### config.mk
export PLATFORM = sky130hd
export DESIGN_NAME = cache_controller
export DESIGN_NICKNAME = d
export VERILOG_FILES = /design/src/verilog/cache_types_pkg.sv /design/src/verilog/mem_pkg.sv /design/src/verilog/cache_controller.sv
export VERILOG_INCLUDE_DIRS = /design/src /design/src/verilog
export SDC_FILE = /design/constraint.sdc
export NUM_CORES = 1
export LEC_CHECK = 0
export BUFFER_PORTS_ARGS = -buffer_cell sky130_fd_sc_hd__buf_2
export CORE_AREA = 2 2 116 118
export DETAILED_ROUTE_END_ITERATION = 8
export DIE_AREA = 0 0 118 120
export GPL_ROUTABILITY_DRIVEN = 0
export MAX_ROUTING_LAYER = met4
export PLACE_DENSITY = 0.71
export SETUP_SLACK_MARGIN = 0.05
export SLEW_MARGIN = 20
export SYNTH_ARGS = -nofsm -noshare
export SYNTH_HDL_FRONTEND = slang
export SYNTH_SLANG_ARGS = --single-unit
### constraint.sdc
create_clock -name clk -period 2.3 [get_ports clk]
set_input_delay 0.115 -clock clk [delete_from_list [all_inputs] [get_ports clk]]
set_output_delay 0.115 -clock clk [all_outputs]
set_load 0.01 [all_outputs]
### src/verilog/cache_consts.svh
`ifndef CACHE_CONSTS_SVH
`define CACHE_CONSTS_SVH

// request address is a byte address, cache works on 32-bit words
`define CACHE_ADDR_WIDTH 16   // byte address width
`define CACHE_DATA_WIDTH 32   // word width

// address split, low to high: byte offset, set index, tag
`define CACHE_BYTE_BITS 2     // byte offset within a word
`define CACHE_SET_BITS 4      // 16 sets per way
`define CACHE_TAG_BITS 10     // everything above the set index

`define CACHE_NUM_SETS (1 << `CACHE_SET_BITS)

// backing store depth, one entry per word address
`define CACHE_MEM_WORDS 16384

`endif

### src/verilog/cache_types_pkg.sv
`default_nettype none

`include "cache_consts.svh"

package cache_types_pkg;

    typedef logic [`CACHE_TAG_BITS-1:0] tag_t;        // stored and compared tag
    typedef logic [`CACHE_SET_BITS-1:0] set_idx_t;    // row select in each way
    typedef logic [`CACHE_DATA_WIDTH-1:0] data_word_t; // one line is one word

    // tag field of a byte address
    function automatic tag_t addr_tag(input logic [`CACHE_ADDR_WIDTH-1:0] addr);
        addr_tag = addr[`CACHE_ADDR_WIDTH-1 -: `CACHE_TAG_BITS];
    endfunction

    // set field sits right above the byte offset
    function automatic set_idx_t addr_set(input logic [`CACHE_ADDR_WIDTH-1:0] addr);
        addr_set = addr[`CACHE_BYTE_BITS +: `CACHE_SET_BITS];
    endfunction

endpackage

`default_nettype wire

### src/verilog/mem_pkg.sv
`default_nettype none

`include "cache_consts.svh"

package mem_pkg;

    typedef logic [`CACHE_ADDR_WIDTH-1:0] byte_addr_t;                   // request address
    typedef logic [`CACHE_ADDR_WIDTH-`CACHE_BYTE_BITS-1:0] word_addr_t;  // drops byte bits
    typedef logic [`CACHE_DATA_WIDTH-1:0] mem_word_t;

    function automatic word_addr_t to_word_addr(input byte_addr_t addr);
        to_word_addr = addr[`CACHE_ADDR_WIDTH-1:`CACHE_BYTE_BITS];
    endfunction

endpackage

`default_nettype wire

### src/verilog/cache_controller.sv
`timescale 1ns/1ns
`default_nettype none

`include "cache_consts.svh"

module cache_controller
    import cache_types_pkg::*;
    import mem_pkg::*;
(
    input  logic       clk,
    input  logic       reset,
    input  logic       req,
    input  logic       we,
    input  byte_addr_t addr,
    input  data_word_t wdata,
    input  logic       match0,
    input  logic       match1,
    input  logic       dirty0,
    input  logic       dirty1,
    input  tag_t       tag0,
    input  tag_t       tag1,
    input  data_word_t data0,
    input  data_word_t data1,
    input  mem_word_t  mem_rdata,
    output logic       way0_wr,
    output logic       way1_wr,
    output tag_t       wr_tag,
    output data_word_t wr_data,
    output logic       wr_dirty,
    output logic       mem_we,
    output word_addr_t mem_waddr,
    output mem_word_t  mem_wdata,
    output logic       resp_valid,
    output logic       resp_hit,
    output data_word_t rdata
);

    logic [`CACHE_NUM_SETS-1:0] lru_q;   // per set: index of the least recent way
    set_idx_t                   set_idx;
    logic                       hit;
    logic                       hit_way;
    logic                       victim;
    logic                       sel_way;
    logic                       way_wr;
    logic                       victim_dirty;
    tag_t                       victim_tag;
    data_word_t                 hit_data;
    data_word_t                 victim_data;

    assign set_idx = addr_set(addr);

    assign hit     = match0 || match1;
    assign hit_way = match1;             // tags never repeat inside a set
    assign victim  = lru_q[set_idx];     // cleared lru picks way 0 first
    assign sel_way = hit ? hit_way : victim;

    assign hit_data     = hit_way ? data1 : data0;
    assign victim_tag   = victim ? tag1 : tag0;
    assign victim_data  = victim ? data1 : data0;
    assign victim_dirty = victim ? dirty1 : dirty0;

    // read hit leaves the way alone, everything else writes the selected way
    assign way_wr   = req && (we || !hit);
    assign way0_wr  = way_wr && !sel_way;
    assign way1_wr  = way_wr && sel_way;
    assign wr_tag   = addr_tag(addr);
    assign wr_data  = we ? wdata : mem_rdata;
    assign wr_dirty = we;

    // write-back of a dirty victim shares the edge with the refill
    assign mem_we    = req && !hit && victim_dirty;
    assign mem_waddr = {victim_tag, set_idx};
    assign mem_wdata = victim_data;

    always_ff @(posedge clk) begin
        if (reset) begin
            lru_q      <= '0;
            resp_valid <= 1'b0;
        end else begin
            resp_valid <= req;
            if (req) begin
                lru_q[set_idx] <= !sel_way;   // the other way becomes least recent
            end
        end
    end

    always_ff @(posedge clk) begin
        if (req) begin
            resp_hit <= hit;
            if (we) begin
                rdata <= wdata;
            end else begin
                rdata <= hit ? hit_data : mem_rdata;
            end
        end
    end

endmodule

`default_nettype wire

# Word-level counts from Yosys, hierarchy flattened
# Cells that the tools add are included.
classes:
  magnitude_cmp: 2
  muxes: 13
  n_reduce_logical: 10
op_table:
  columns: ["op", "n"]
  rows:
  - ["$mux 32", 5]
  - ["$bwmux 16", 1]
  - ["$mux 10", 1]
  - ["$logic_and 1x1->1", 6]
  - ["$lt 4x5->1 const B", 1]
  - ["$bmux 1 s4", 1]
  - ["$demux 1 s4", 1]
  - ["$ge 4x1->1 const B", 1]
  - ["$mux 1", 4]
  - ["$logic_not 1->1", 2]
  - ["$logic_or 1x1->1", 2]
totals:
  regBits: 50
  in_bits: 172
  output_inout_bits: 126
  elab_cells: 29

# Depth between registers and ports, before layout
depth:
  ltp_word: 5
  ltp_mapped: 6
  mapped_depth_nobuf: 4

# Worst setup path after synthesis
# OpenSTA, ideal clock, no wires.
synth_timing:
  kind: "reg-to-output"
  from: "register lru_q[11]"
  to: "output mem_wdata[10]"
  t_arrival_ns: 1.719
  required_time_ns: 2.185
  slack_ns: 0.466
  path_stages_with_launch: 6
  path_buffers: 1
  path_cell_list: "dfxtp_1 -> mux2i_1 -> mux4_2 -> mux2i_4 -> buf_6 -> mux2_1"
synth_via:
  elab_chain_len: 3
synth_rtl:
  columns: ["item", "line", "text"]
  rows:
  - ["start: declaration", "cache_controller.sv:38", "logic [`CACHE_NUM_SETS-1:0] lru_q;"]
  - ["start signal: indexed assignment", "cache_controller.sv:82", "lru_q[set_idx] <= !sel_way;"]
  - ["$bmux 1 s4", "cache_controller.sv:54", "assign victim = lru_q[set_idx];"]
  - ["$mux 1 (not written as such)", "cache_controller.sv:54", null]
  - ["$mux 32", "cache_controller.sv:59", "assign victim_data = victim ? data1 : data0;"]
  - ["end: declaration", "cache_controller.sv:32", "output mem_word_t mem_wdata,"]
# No other way between the ends. The select of a mux whose other input is x is not followed.

# Worst setup path after layout
layout_timing:
  from: "register lru_q[14]"
  to: "output mem_wdata[12]"
# The elaborated chain is that of the path after synthesis.

==> results.md <==
- Most common cell after layout, fill and taps aside: buf_2
- MaxCap Viol Count: 0
- Setup violators final: 42
- Residual DRC count: 0
- Critical path arrival: 2240 ps
- Detailed placer's ending HPWL: 10.4 mm
- Buffers on Ports: 275
- PwrDens: 442 nW/um^2
- Top FF cell, synth: edfxtp_1
- Die ar.: 14200 sq um
- Via/cell ratio: 4.86
- CP Max Fanout: 4
- Slowest CP cell: mux4_2
- Layout Cells excl Fill: 881
- Critical-path cell list: mux2i_1 -> mux4_2 -> mux2i_4 -> buf_6 -> clkbuf_16 -> mux2_4 -> buf_6
- Inserted Diodes: 0
- Peak supply drop: 0.000252 V
- Clk_skew: 1.98 ps
- Routing usage on met1: 0.248
- Fmax: around 0.43 GHz
- Fin crit share: 1.02
- Worst setup margin: -50.5 ps
- CP endpoint kind: output port
- RSZ-0062 raised after global routing: true
- Row Count: between 40 and 50
- First-pass GRT wire length: around 22 mm
- Synthesis-stage register bit count: 50
- Fin nets: 876
- Utilization after layout: 0.471
- Post-synth EDFFs: 33
- Yosys warning total: 0
- Least-Margin Pin Slew: 621 ps
- TritonCTS clock tree: done
- Fillers: 1267
- Status: finished, violations left
- Synth cell types: 28
- CTS buffer count: 5
- Async S/R FF share, synth: 0
- Minimum setup slack among reg-to-reg paths: 400 ps
- WL per Instance: 17.2 um
- Sequential element share of the synthesized area: 0.346
- Fraction of layout cells with a size suffix above 1: 0.512
- Routed WL: about 15 mm
- H-tree Lvls: 2
- Met2 Usage GRT: 0.343
- Worst-path clk slew: ~70 ps
- Grt ovf: 0
- Worst hold path class: input pin to flip-flop
- CTS root buf: clkbuf_16
- P_leak: between 2 and 3 nW
- Slew margin rel.: 0.583
- Worst setup SP type: flip-flop
- All-Layer GR Usage: 0.201
- Vias in the first global route: 4049
- Most Crowded Layer GR: met2
- Largest net degree at the start of global routing: 100
- Starting density of the core: 0.296
- CTS Sinks: 50
- TNS Setup: -789 ps
- Total Power: 2.70 mW
- Post-Synthesis Cells: 446
- CP required: 2180 ps
- Initial antenna violation count: 0
- Commonest non-fill, non-tap cells in the layout: 233 x buf_2, 78 x o21ai_0, 46 x buf_6
- # IOs: 298
- Placed Cells incl. Taps: 861
- Final Hold Viols: 0
- Core area: around 13000 sq um
- Mapped cell area: between 3000 and 4000 sq um
- Crit-path most repeated cell: buf_6
- Slowest stage delay, CP: 530 ps
- Clk buf depth: 2
- Die height: 120 um
- Clock insertion delay at the later pin of the skew report: 290 ps
- Mean Syn Cell Area: 8.62 sq um
- Die X: between 100 and 150 um
- Failing checks: negative setup slack
- Max-slew violation count: 0
- Kind of critical path: flip-flop to output port
- Syn Nets: 618
- ANT nets after route: 0
- Via Count: 4282
- Hold buffer count at cts: 0
- 1st-pass router iterations: 6
- DRT iter0 DRCs: 202
- Period minus WS final: 2350 ps
- GR Util met3: 0.0352
- Layout area overhead: 59.1%
==> critical path: cells and delay by family (launching register included) <==
kind	cells	cell delay [ps]
flip-flops	1	330
buffers and inverters	3	480
multiplexers	4	1120
==> report_power, final <==
group	internal [mW]	total [mW]	switching, mW
combinational	0.432	0.880	0.449
sequential	1.03	1.05	0.0161
clock	0.437	0.777	0.340
==> sequential cells by signal (all words and copies together) (netlist names) <==
signal	flops
lru_q	16
rdata	32
resp_valid	1
resp_hit	1
==> cell type report <==
type / count / area (sq um) / share of cell area
clock inverters: 2 / 17.5 / 0.00286
clock buffers: 6 / 139 / 0.0227
repair buffers: 297 / 1990 / 0.326
well taps: 176 / 220 / 0.0360
multi-input cells: 318 / 2290 / 0.374
flip-flops and latches: 50 / 1340 / 0.219
inverters: 32 / 120 / 0.0196
==> final timing paths <==
| check | startpoint | to | cells past startpoint |
|---|---|---|---|
| worst max register to register | lru_q[10] | lru_q[0] | 5 |
| worst min-delay path | wdata[14] | rdata[14] | 3 |
| worst min register to register | lru_q[1] | lru_q[1] | 2 |
| worst max-delay path | lru_q[14] | mem_wdata[12] | 7 |
==> layer usage <==
layer / routed length, um / share of wire
met1: 6490 / 0.43
met5: 0 / 0
met3: 896 / 0.059
met4: 200 / 0.013
met2: 7560 / 0.50
==> synth_stat cells (6+ instances only) <==
cell	number	area share
a21oi_1	32	0.042
o21ai_0	78	0.10
inv_1	32	0.031
o31ai_1	9	0.018
mux2i_1	42	0.11
nand3b_1	11	0.021
nor2_1	34	0.033
edfxtp_1	33	0.26
buf_4	15	0.029
nand2_1	34	0.033
clkbuf_1	25	0.024
mux2_2	33	0.097
nand3_1	6	0.0078
mux2_1	10	0.029
dfxtp_1	17	0.088
nor2b_1	10	0.016
==> logic make-up (layout without fill, tap and decap cells) <==
logic type	count (synthesis)	in the layout	share of synthesized area
simple gates	107	107	0.133
compound gates	123	123	0.168
buf+inv	78	337	0.101
flops	50	50	0.346
mux	88	88	0.253
==> stage by stage <==
| stage | cell area, sq um | hold WS, ps | setup slack (ps) |
|---|---|---|---|
| 2_1_floorplan | 3850 | 227 | 466 |
| 3_3_place_gp | 5310 | 230 | 117 |
| 3_5_place_dp | 5310 | 230 | 85.1 |
| 4_1_cts | 5950 | 112 | -54.2 |
| 5_1_grt | 6120 | 126 | -121 |
| 6_report | 6120 | 125 | -50.5 |
==> timing repair <==
| item | 4_1_cts | 5_1_grt |
|---|---|---|
| gates resized for setup | 78 | 25 |
| setup buffers | 5 | 1 |
| setup endpoints to repair | 42 | 43 |
| gates cloned | 3 | 3 |
Note: power is estimated with default switching activity, not from simulation.
