[src/verilog/cache_consts.svh]
`ifndef CACHE_CONSTS_SVH
`define CACHE_CONSTS_SVH

// request address is a byte address, cache works on 32-bit words
`define CACHE_ADDR_WIDTH 16   // byte address width
`define CACHE_DATA_WIDTH 32   // word width

// address split, low to high: byte offset, set index, tag
`define CACHE_BYTE_BITS 2     // byte offset within a word
`define CACHE_SET_BITS 4      // 16 sets per way
`define CACHE_TAG_BITS 10     // everything above the set index

`define CACHE_NUM_SETS (1 << `CACHE_SET_BITS)

// backing store depth, one entry per word address
`define CACHE_MEM_WORDS 16384

`endif

[src/verilog/cache_types_pkg.sv]
`default_nettype none

`include "cache_consts.svh"

package cache_types_pkg;

    typedef logic [`CACHE_TAG_BITS-1:0] tag_t;        // stored and compared tag
    typedef logic [`CACHE_SET_BITS-1:0] set_idx_t;    // row select in each way
    typedef logic [`CACHE_DATA_WIDTH-1:0] data_word_t; // one line is one word

    // tag field of a byte address
    function automatic tag_t addr_tag(input logic [`CACHE_ADDR_WIDTH-1:0] addr);
        addr_tag = addr[`CACHE_ADDR_WIDTH-1 -: `CACHE_TAG_BITS];
    endfunction

    // set field sits right above the byte offset
    function automatic set_idx_t addr_set(input logic [`CACHE_ADDR_WIDTH-1:0] addr);
        addr_set = addr[`CACHE_BYTE_BITS +: `CACHE_SET_BITS];
    endfunction

endpackage

`default_nettype wire

[src/verilog/set_ram.sv]
`timescale 1ns/1ns
`default_nettype none

`include "cache_consts.svh"

// one entry per set, read is async so the lookup finishes in the request cycle
module set_ram #(
    parameter type entry_t = logic [`CACHE_DATA_WIDTH-1:0]
) (
    input  logic                       clk,
    input  logic [`CACHE_SET_BITS-1:0] rd_set,
    output entry_t                     rd_entry,
    input  logic                       wr_en,
    input  logic [`CACHE_SET_BITS-1:0] wr_set,
    input  entry_t                     wr_entry
);

    entry_t mem [`CACHE_NUM_SETS];

    assign rd_entry = mem[rd_set];   // combinational lookup

    always_ff @(posedge clk) begin
        if (wr_en) begin
            mem[wr_set] <= wr_entry;
        end
    end

endmodule

`default_nettype wire

[src/verilog/cache_way.sv]
`timescale 1ns/1ns
`default_nettype none

`include "cache_consts.svh"

module cache_way
    import cache_types_pkg::*;
(
    input  logic       clk,
    input  logic       reset,
    input  set_idx_t   set_idx,
    input  tag_t       req_tag,
    output logic       match,
    output logic       dirty,
    output tag_t       stored_tag,
    output data_word_t stored_data,
    input  logic       wr_en,
    input  tag_t       wr_tag,
    input  data_word_t wr_data,
    input  logic       wr_dirty
);

    logic [`CACHE_NUM_SETS-1:0] valid_q;
    logic [`CACHE_NUM_SETS-1:0] dirty_q;
    logic                       set_valid;

    set_ram #(
        .entry_t (tag_t)
    ) tag_ram (
        .clk      (clk),
        .rd_set   (set_idx),
        .rd_entry (stored_tag),
        .wr_en    (wr_en),
        .wr_set   (set_idx),
        .wr_entry (wr_tag)
    );

    set_ram #(
        .entry_t (data_word_t)
    ) data_ram (
        .clk      (clk),
        .rd_set   (set_idx),
        .rd_entry (stored_data),
        .wr_en    (wr_en),
        .wr_set   (set_idx),
        .wr_entry (wr_data)
    );

    // state bits live outside the rams so reset can clear them
    always_ff @(posedge clk) begin
        if (reset) begin
            valid_q <= '0;
            dirty_q <= '0;
        end else if (wr_en) begin
            valid_q[set_idx] <= 1'b1;      // any write installs the line
            dirty_q[set_idx] <= wr_dirty;
        end
    end

    assign set_valid = valid_q[set_idx];

    // stale tag/dirty of an empty set must not leak out
    assign match = set_valid && (stored_tag == req_tag);
    assign dirty = set_valid && dirty_q[set_idx];

endmodule

`default_nettype wire

[config.mk]
export PLATFORM = sky130hd
export DESIGN_NAME = cache_way
export DESIGN_NICKNAME = d
export VERILOG_FILES = /design/src/verilog/cache_types_pkg.sv /design/src/verilog/set_ram.sv /design/src/verilog/cache_way.sv
export VERILOG_INCLUDE_DIRS = /design/src /design/src/verilog
export SDC_FILE = /design/constraint.sdc
export NUM_CORES = 1
export LEC_CHECK = 0
export ABC_AREA = 1
export BUFFER_PORTS_ARGS = -buffer_cell sky130_fd_sc_hd__buf_2
export CORE_MARGIN = 2
export CORE_UTILIZATION = 54
export DETAILED_ROUTE_END_ITERATION = 8
export PLACE_DENSITY = 0.71
export SYNTH_ARGS = -nofsm -noshare
export SYNTH_HDL_FRONTEND = slang
export SYNTH_SLANG_ARGS = --single-unit
export TNS_END_PERCENT = 5
[constraint.sdc]
create_clock -name clk -period 7.9 [get_ports clk]
set_input_delay 1.185 -clock clk [delete_from_list [all_inputs] [get_ports clk]]
set_output_delay 1.185 -clock clk [all_outputs]
set_load 0.01 [all_outputs]
# Yosys cells after proc, flatten, opt, wreduce, memory -nomap -nowiden
# Memories as Yosys holds them, arrays and structs flattened.
# Cells that the tools add are included.
# op_classes
mul,0
reduce_logical,3
shift,0
n_bitwise,1
n_mux,9
magnitude_cmp,2
n_addsub,0
div_mod_pow,0
eq_ne,1
# op_table
op,n
$bwmux 16,1
$or 16x16->16,1
$eq 10x10->1,1
$bmux 1 s4,2
$lt 4x5->1 const B,1
$mux 1,5
$demux 1 s4,1
$ge 4x1->1 const B,1
$logic_and 1x1->1,3
# totals
out_inout_bits,44
latch_bits,0
register_bits,32
elab_cells,20
mem_bits_rw,672
mem_count,2
romBits,0
inputBits,60
# mem_list
memory,words,width,rd,rd_clocked_by_memory_dff,write_ports,line_no,rtl
data_ram.mem,16,32,1,0,1,set_ram.sv:18,entry_t mem [`CACHE_NUM_SETS];
tag_ram.mem,16,10,1,0,1,set_ram.sv:18,

# Logic depth before layout (Yosys ltp)
# logic_depth
word_depth,5
depth_mapped,17
ltp_nobuf,15

# By module
# From an unflattened synthesis, not the netlist that was laid out.
# unflattened
hier_cells,3026
hier_area_um2,30737.0
# by_module_without_submodules
mod,seq_area_each_um2,area_per_inst_um2,instances,cells_per_inst
set_ram at data_ram,15374.7,22089.9,1,2088
set_ram at tag_ram,4804.6,6971.7,1,672
cache_way,640.6,1675.4,1,266

# Worst setup path before layout
# Ideal clock, no wire load.
# synth_timing
kind,input to register
startpoint,input port set_idx[0]
endpoint,register dirty_q[0]
arrival_time_ns,4.258
setup_time_ns,0.132
cell_stages,9
n_path_buf,3
setup_slack_ns,3.509
required_ns,7.768
path_cell_list,buf_4 nor2_2 buf_2 buf_4 nand2_1 nor2_1 inv_1 nand2_1 a21oi_1
# synth_between
elab_chain_cells,5
word_cells_on_any_way,6
classes_between,2 x order compare; 3 x mux; 1 x reduce/logical
# synth_rtl
item,line_no,rtl
"start, declared",cache_way.sv:11,"input set_idx_t set_idx,"
$lt 4x5->1 (implied by the code) or $ge 4x1->1 (tied branches),cache_way.sv:56,dirty_q[set_idx] <= wr_dirty;
$logic_and 1x1->1 (implied by the code),cache_way.sv:56,
$mux 1 (implied by the code),cache_way.sv:56,
$demux 1 s4 *,cache_way.sv:56,
$bwmux 16 *,cache_way.sv:56,
"end signal, assigned by index",cache_way.sv:56,
"end, declared",cache_way.sv:24,logic [`CACHE_NUM_SETS-1:0] dirty_q;
# Mark *: on every way between the ends. The rest lies on a longest branch, timed or not.
# A chain may end at the register's enable or synchronous reset.

# Worst setup path in the final report
# layout_timing
startpoint,input port set_idx[1]
endpoint,output port match
# layout_between
elab_chain_cells,3
word_cells_on_any_way,5
classes_between,1 x eq/ne; 2 x mux; 1 x reduce/logical; 1 x memory
# layout_rtl
item,line_no,rtl
$mem_v2 16x10 or $bmux 1 s4 (tied branches),--,
$eq 10x10->1 or $mux 1 (tied branches),"cache_way.sv:63, cache_way.sv:60",
$logic_and 1x1->1 *,cache_way.sv:63,assign match = set_valid && (stored_tag == req_tag);
"end, declared",cache_way.sv:13,"output logic match,"
# Mark *: on every way between the ends. The rest lies on a longest branch, timed or not. The select of a mux whose other input is x is not followed.

==> out/qor.tcl <==
set qor(ys_warn_count) 0
set qor(power_frac_clock) 0.410
set qor(area_delta_synth_final_pct) 13.6
set qor(worst_hold_path_ep) {valid_q[11]$_SDFFE_PP0P_}
set qor(multi_input_area_mm2) 0.00533
set qor(critPathArrivalTime_ns) 4.16
set qor(final_net_count) 2009
set qor(switching_share) 0.219
set qor(fill_cells) 3638
set qor(post_synth_main_area_contributors) {sky130_fd_sc_hd__edfxtp_1 (76%), sky130_fd_sc_hd__a22oi_1 (7.9%), sky130_fd_sc_hd__nand2_1 (5.6%), sky130_fd_sc_hd__a21oi_1 (3.0%), sky130_fd_sc_hd__dfxtp_1 (2.4%)}
set qor(placementRows) 81
set qor(critical_path.startpoint_type) {input pin}
set qor(place.detailed.instances) 2542
set qor(max_freq_mhz) 187
set qor(cp-end-kind) {primary output}
set qor(clkSinkCount) 704
set qor(die_x_um) 226
set qor(global_route.overflow_total) 0
set qor(worst_r2r_path_depth) 2
set qor(ctsRootBufferMaster) {sky130_fd_sc_hd__clkbuf_16}
set qor(drt_iter0_markers) 1840
set qor(post-route-drc-count) 0
set qor(total_power_mw) 7.80
set qor(tns_ns) 0
set qor(final-hold-violation-count) 0
set qor(synth_seq_cells) 704
set qor(initial_core_util) 0.545
set qor(synth.net_count) 1903
set qor(kind_of_path_behind_the_tightest_hold_check) {register to register}
set qor(intPower_mw) 6.09
set qor(postLayoutCellArea_mm2) 0.0303
set qor(setup_viol) 0
set qor(detail-route-antenna-nets) 0
set qor(ctsHoldBuffers) 0
set qor(worstMarginPinSlew_ns) 1.02
set qor(synth.lib_cells_used.distinct) 23
set qor(clk_latency_ns) 0.59
set qor(route.detailed.vias_per_inst) 5.96
set qor(hold_ws_ns) 0.461
set qor(cell_count_of_the_worst_hold_path) 2
set qor(max-vdd-ir-drop_mv) 0.226
set qor(grt_first_pass_wirelength_um) 93200
set qor(worst_skew_ns) 0
set qor(max_slew_margin) 0.317
set qor(place_congestion) 0.777
set qor(leak_pwr_nw) 10.3
set qor(sequential_cell_area_mm2) 0.0208
set qor(combPwrFrac) 0.054
set qor(post_cts_resized) 0
set qor(worst_ep_required_time_ns) 6.71
set qor(via_count) 15900
set qor(chipHeight_um) 226
set qor(grt_start_max_net_pins) 142
set qor(outcome) {completed}
set qor(post_route_cells_drive_above_1_share) 0.133
set qor(setup_repair_after_global_routing_missed_its_margin) {false}
set qor(gate_count_after_technology_mapping) 1843
set qor(timing.setup.critical_path_class) {input pin to primary output}
set qor(routed_wl_um) 62600
set qor(final_min_period_over_clock_period) 0.677
set qor(post-route-min-period_ns) 5.34
set qor(synth_largest_type_area_fraction) 0.758
set qor(postLayoutCoreUtil) 0.619
set qor(post_drt_wl_per_cell_um) 23.4
set qor(start_point_of_the_worst_min_delay_path) {valid_q[11]$_SDFFE_PP0P_}
set qor(coreArea_mm2) 0.0488
set qor(power.density_cell_area_mw_per_mm2) 258
set qor(synth.cell_area_mm2) 0.0266
set qor(timing_max_transition_violations_final) 0
set qor(cts_htree_levels) 3
set qor(rrSetupSlack_ns) 7.26
set qor(final_cells) 2670
set qor(floorplan.die_area_mm2) 0.0511
set qor(yosysSeqAreaShare) 0.782
set qor(synthesis.area_per_instance_um2) 14.4
set qor(crit_fanout) 141
set qor(vias_in_the_first_global_route) 15300
set qor(yosys.area.top_type) {sky130_fd_sc_hd__edfxtp_1}
set qor(worst_setup_hold_path_clk_slew_ns) 0.06
set qor(clock_tree_from_tritoncts) {done}
set qor(place_area_mm2) 0.0280
set qor(pre_repair_dr_iteration_count) 5
set qor(global_route.usage.total) 0.246
set qor(cap_viol_max_count) 0
set qor(finalWorstSetupSlack_ns) 2.56
set qor(cts_post_setup_buffers_inserted) 0
set qor(reported_net_switching_power_mw) 1.70
set qor(port-buffer-count) 103
set qor(critical_path.reg2reg.endpoint) {dirty_q[5]$_SDFFE_PP0P_}
set qor(seq_power_share) 0.536
set qor(cts_bufs_inserted) 69
set qor(clk_path_buf_depth) 3
set qor(dpl_worst_slack_ns) 2.53
set qor(post_dp_hpwl_um) 31700
set qor(worst_r2r_startpoint) {dirty_q[5]$_SDFFE_PP0P_}
set qor(antenna_found_initial) 4
set qor(boundary_pins) 104
## state kept, by name, summed over array words and instances (netlist names)
signal and flops:
tag_ram.mem 160, dirty_q 16, valid_q 16, data_ram.mem 512
## cell usage in the layout (no fill, tap or decap), types with 19 or more instances in the layout
master	count
sky130_fd_sc_hd__buf_2	103
sky130_fd_sc_hd__a22oi_1	280
sky130_fd_sc_hd__a21oi_1	157
sky130_fd_sc_hd__or2_0	32
sky130_fd_sc_hd__buf_4	28
sky130_fd_sc_hd__nand2_1	395
sky130_fd_sc_hd__nor2_4	19
sky130_fd_sc_hd__nor2_1	43
sky130_fd_sc_hd__edfxtp_1	672
sky130_fd_sc_hd__inv_1	42
sky130_fd_sc_hd__dfxtp_1	32
sky130_fd_sc_hd__or3_1	32
sky130_fd_sc_hd__clkbuf_16	69
## cell usage after synthesis (all sizes together)
library cell and instances:
edfxtp 672, buf 51, a211oi 1, a21oi 157, nand4 1, nand3b 1
a22oi 280, or2 32, nand2 397, a22o 4, inv 47, o22ai 4
o21ai 10, nand3 7, dfxtp 32, nor2 62, clkbuf 53, or3 32
## layout make-up
class,instances,share of cell area
Clock buffer,89,0.0612
Inverter,47,0.00591
Clock inverter,38,0.0117
Timing Repair Buffer,139,0.0293
Tap cell,664,0.0275
Antenna cell,1,0.0000827
Multi-Input combinational cell,988,0.176
Sequential cell,704,0.688
## power by group through the flow
stage               combinational (mW)  sequential (mW)  clock [mW]
CTS                              0.420             4.18        3.23
detailed placement               0.417             4.26           0
global placement                 0.411             4.25           0
finish                           0.421             4.18        3.20
floorplan                        0.231             4.26           0
global route                     0.460             4.18        3.37
## critical path, cell delays in order
cell	delay [ns]
sky130_fd_sc_hd__buf_2	0.56
sky130_fd_sc_hd__inv_2	0.48
sky130_fd_sc_hd__nor2_4	0.28
sky130_fd_sc_hd__buf_12	0.54
sky130_fd_sc_hd__a22oi_1	0.15
sky130_fd_sc_hd__nand2_1	0.10
sky130_fd_sc_hd__nand2_1	0.06
sky130_fd_sc_hd__nand2_1	0.09
sky130_fd_sc_hd__inv_1	0.05
sky130_fd_sc_hd__nand2_1	0.06
sky130_fd_sc_hd__nand2_1	0.05
sky130_fd_sc_hd__nand2_1	0.05
sky130_fd_sc_hd__nand3_1	0.14
sky130_fd_sc_hd__nor2_1	0.16
sky130_fd_sc_hd__buf_2	0.14
## how the worst max path moves through the flow
| stage | start | end | slack, ns | depth (start not counted) |
|---|---|---|---|---|
| floorplan | set_idx[0] | dirty_q[0]$_SDFFE_PP0P_ | 3.51 | 9 |
| global placement | set_idx[1] | match | 2.54 | 15 |
| detailed placement | set_idx[1] | match | 2.53 | 15 |
| CTS | set_idx[1] | match | 2.51 | 15 |
| global route | set_idx[1] | match | 2.22 | 15 |
| finish | set_idx[1] | match | 2.56 | 15 |
## cells by family after synthesis
family          share of synthesized area
simple gates                       0.0820
buf+inv                            0.0232
flops                               0.782
compound gates                      0.113
## metal layers
metal | routed length, um | up-vias | part of all wire | track usage
li1 | - | 7150 | - | -
met1 | 25700 | 7871 | 0.41 | 0.346
met2 | 29700 | 770 | 0.47 | 0.394
met3 | 5720 | 116 | 0.091 | 0.0444
met4 | 1440 | 6 | 0.023 | 0.0815
met5 | 27 | - | 0.00043 | 0
Power figures use the tool's default switching activity.
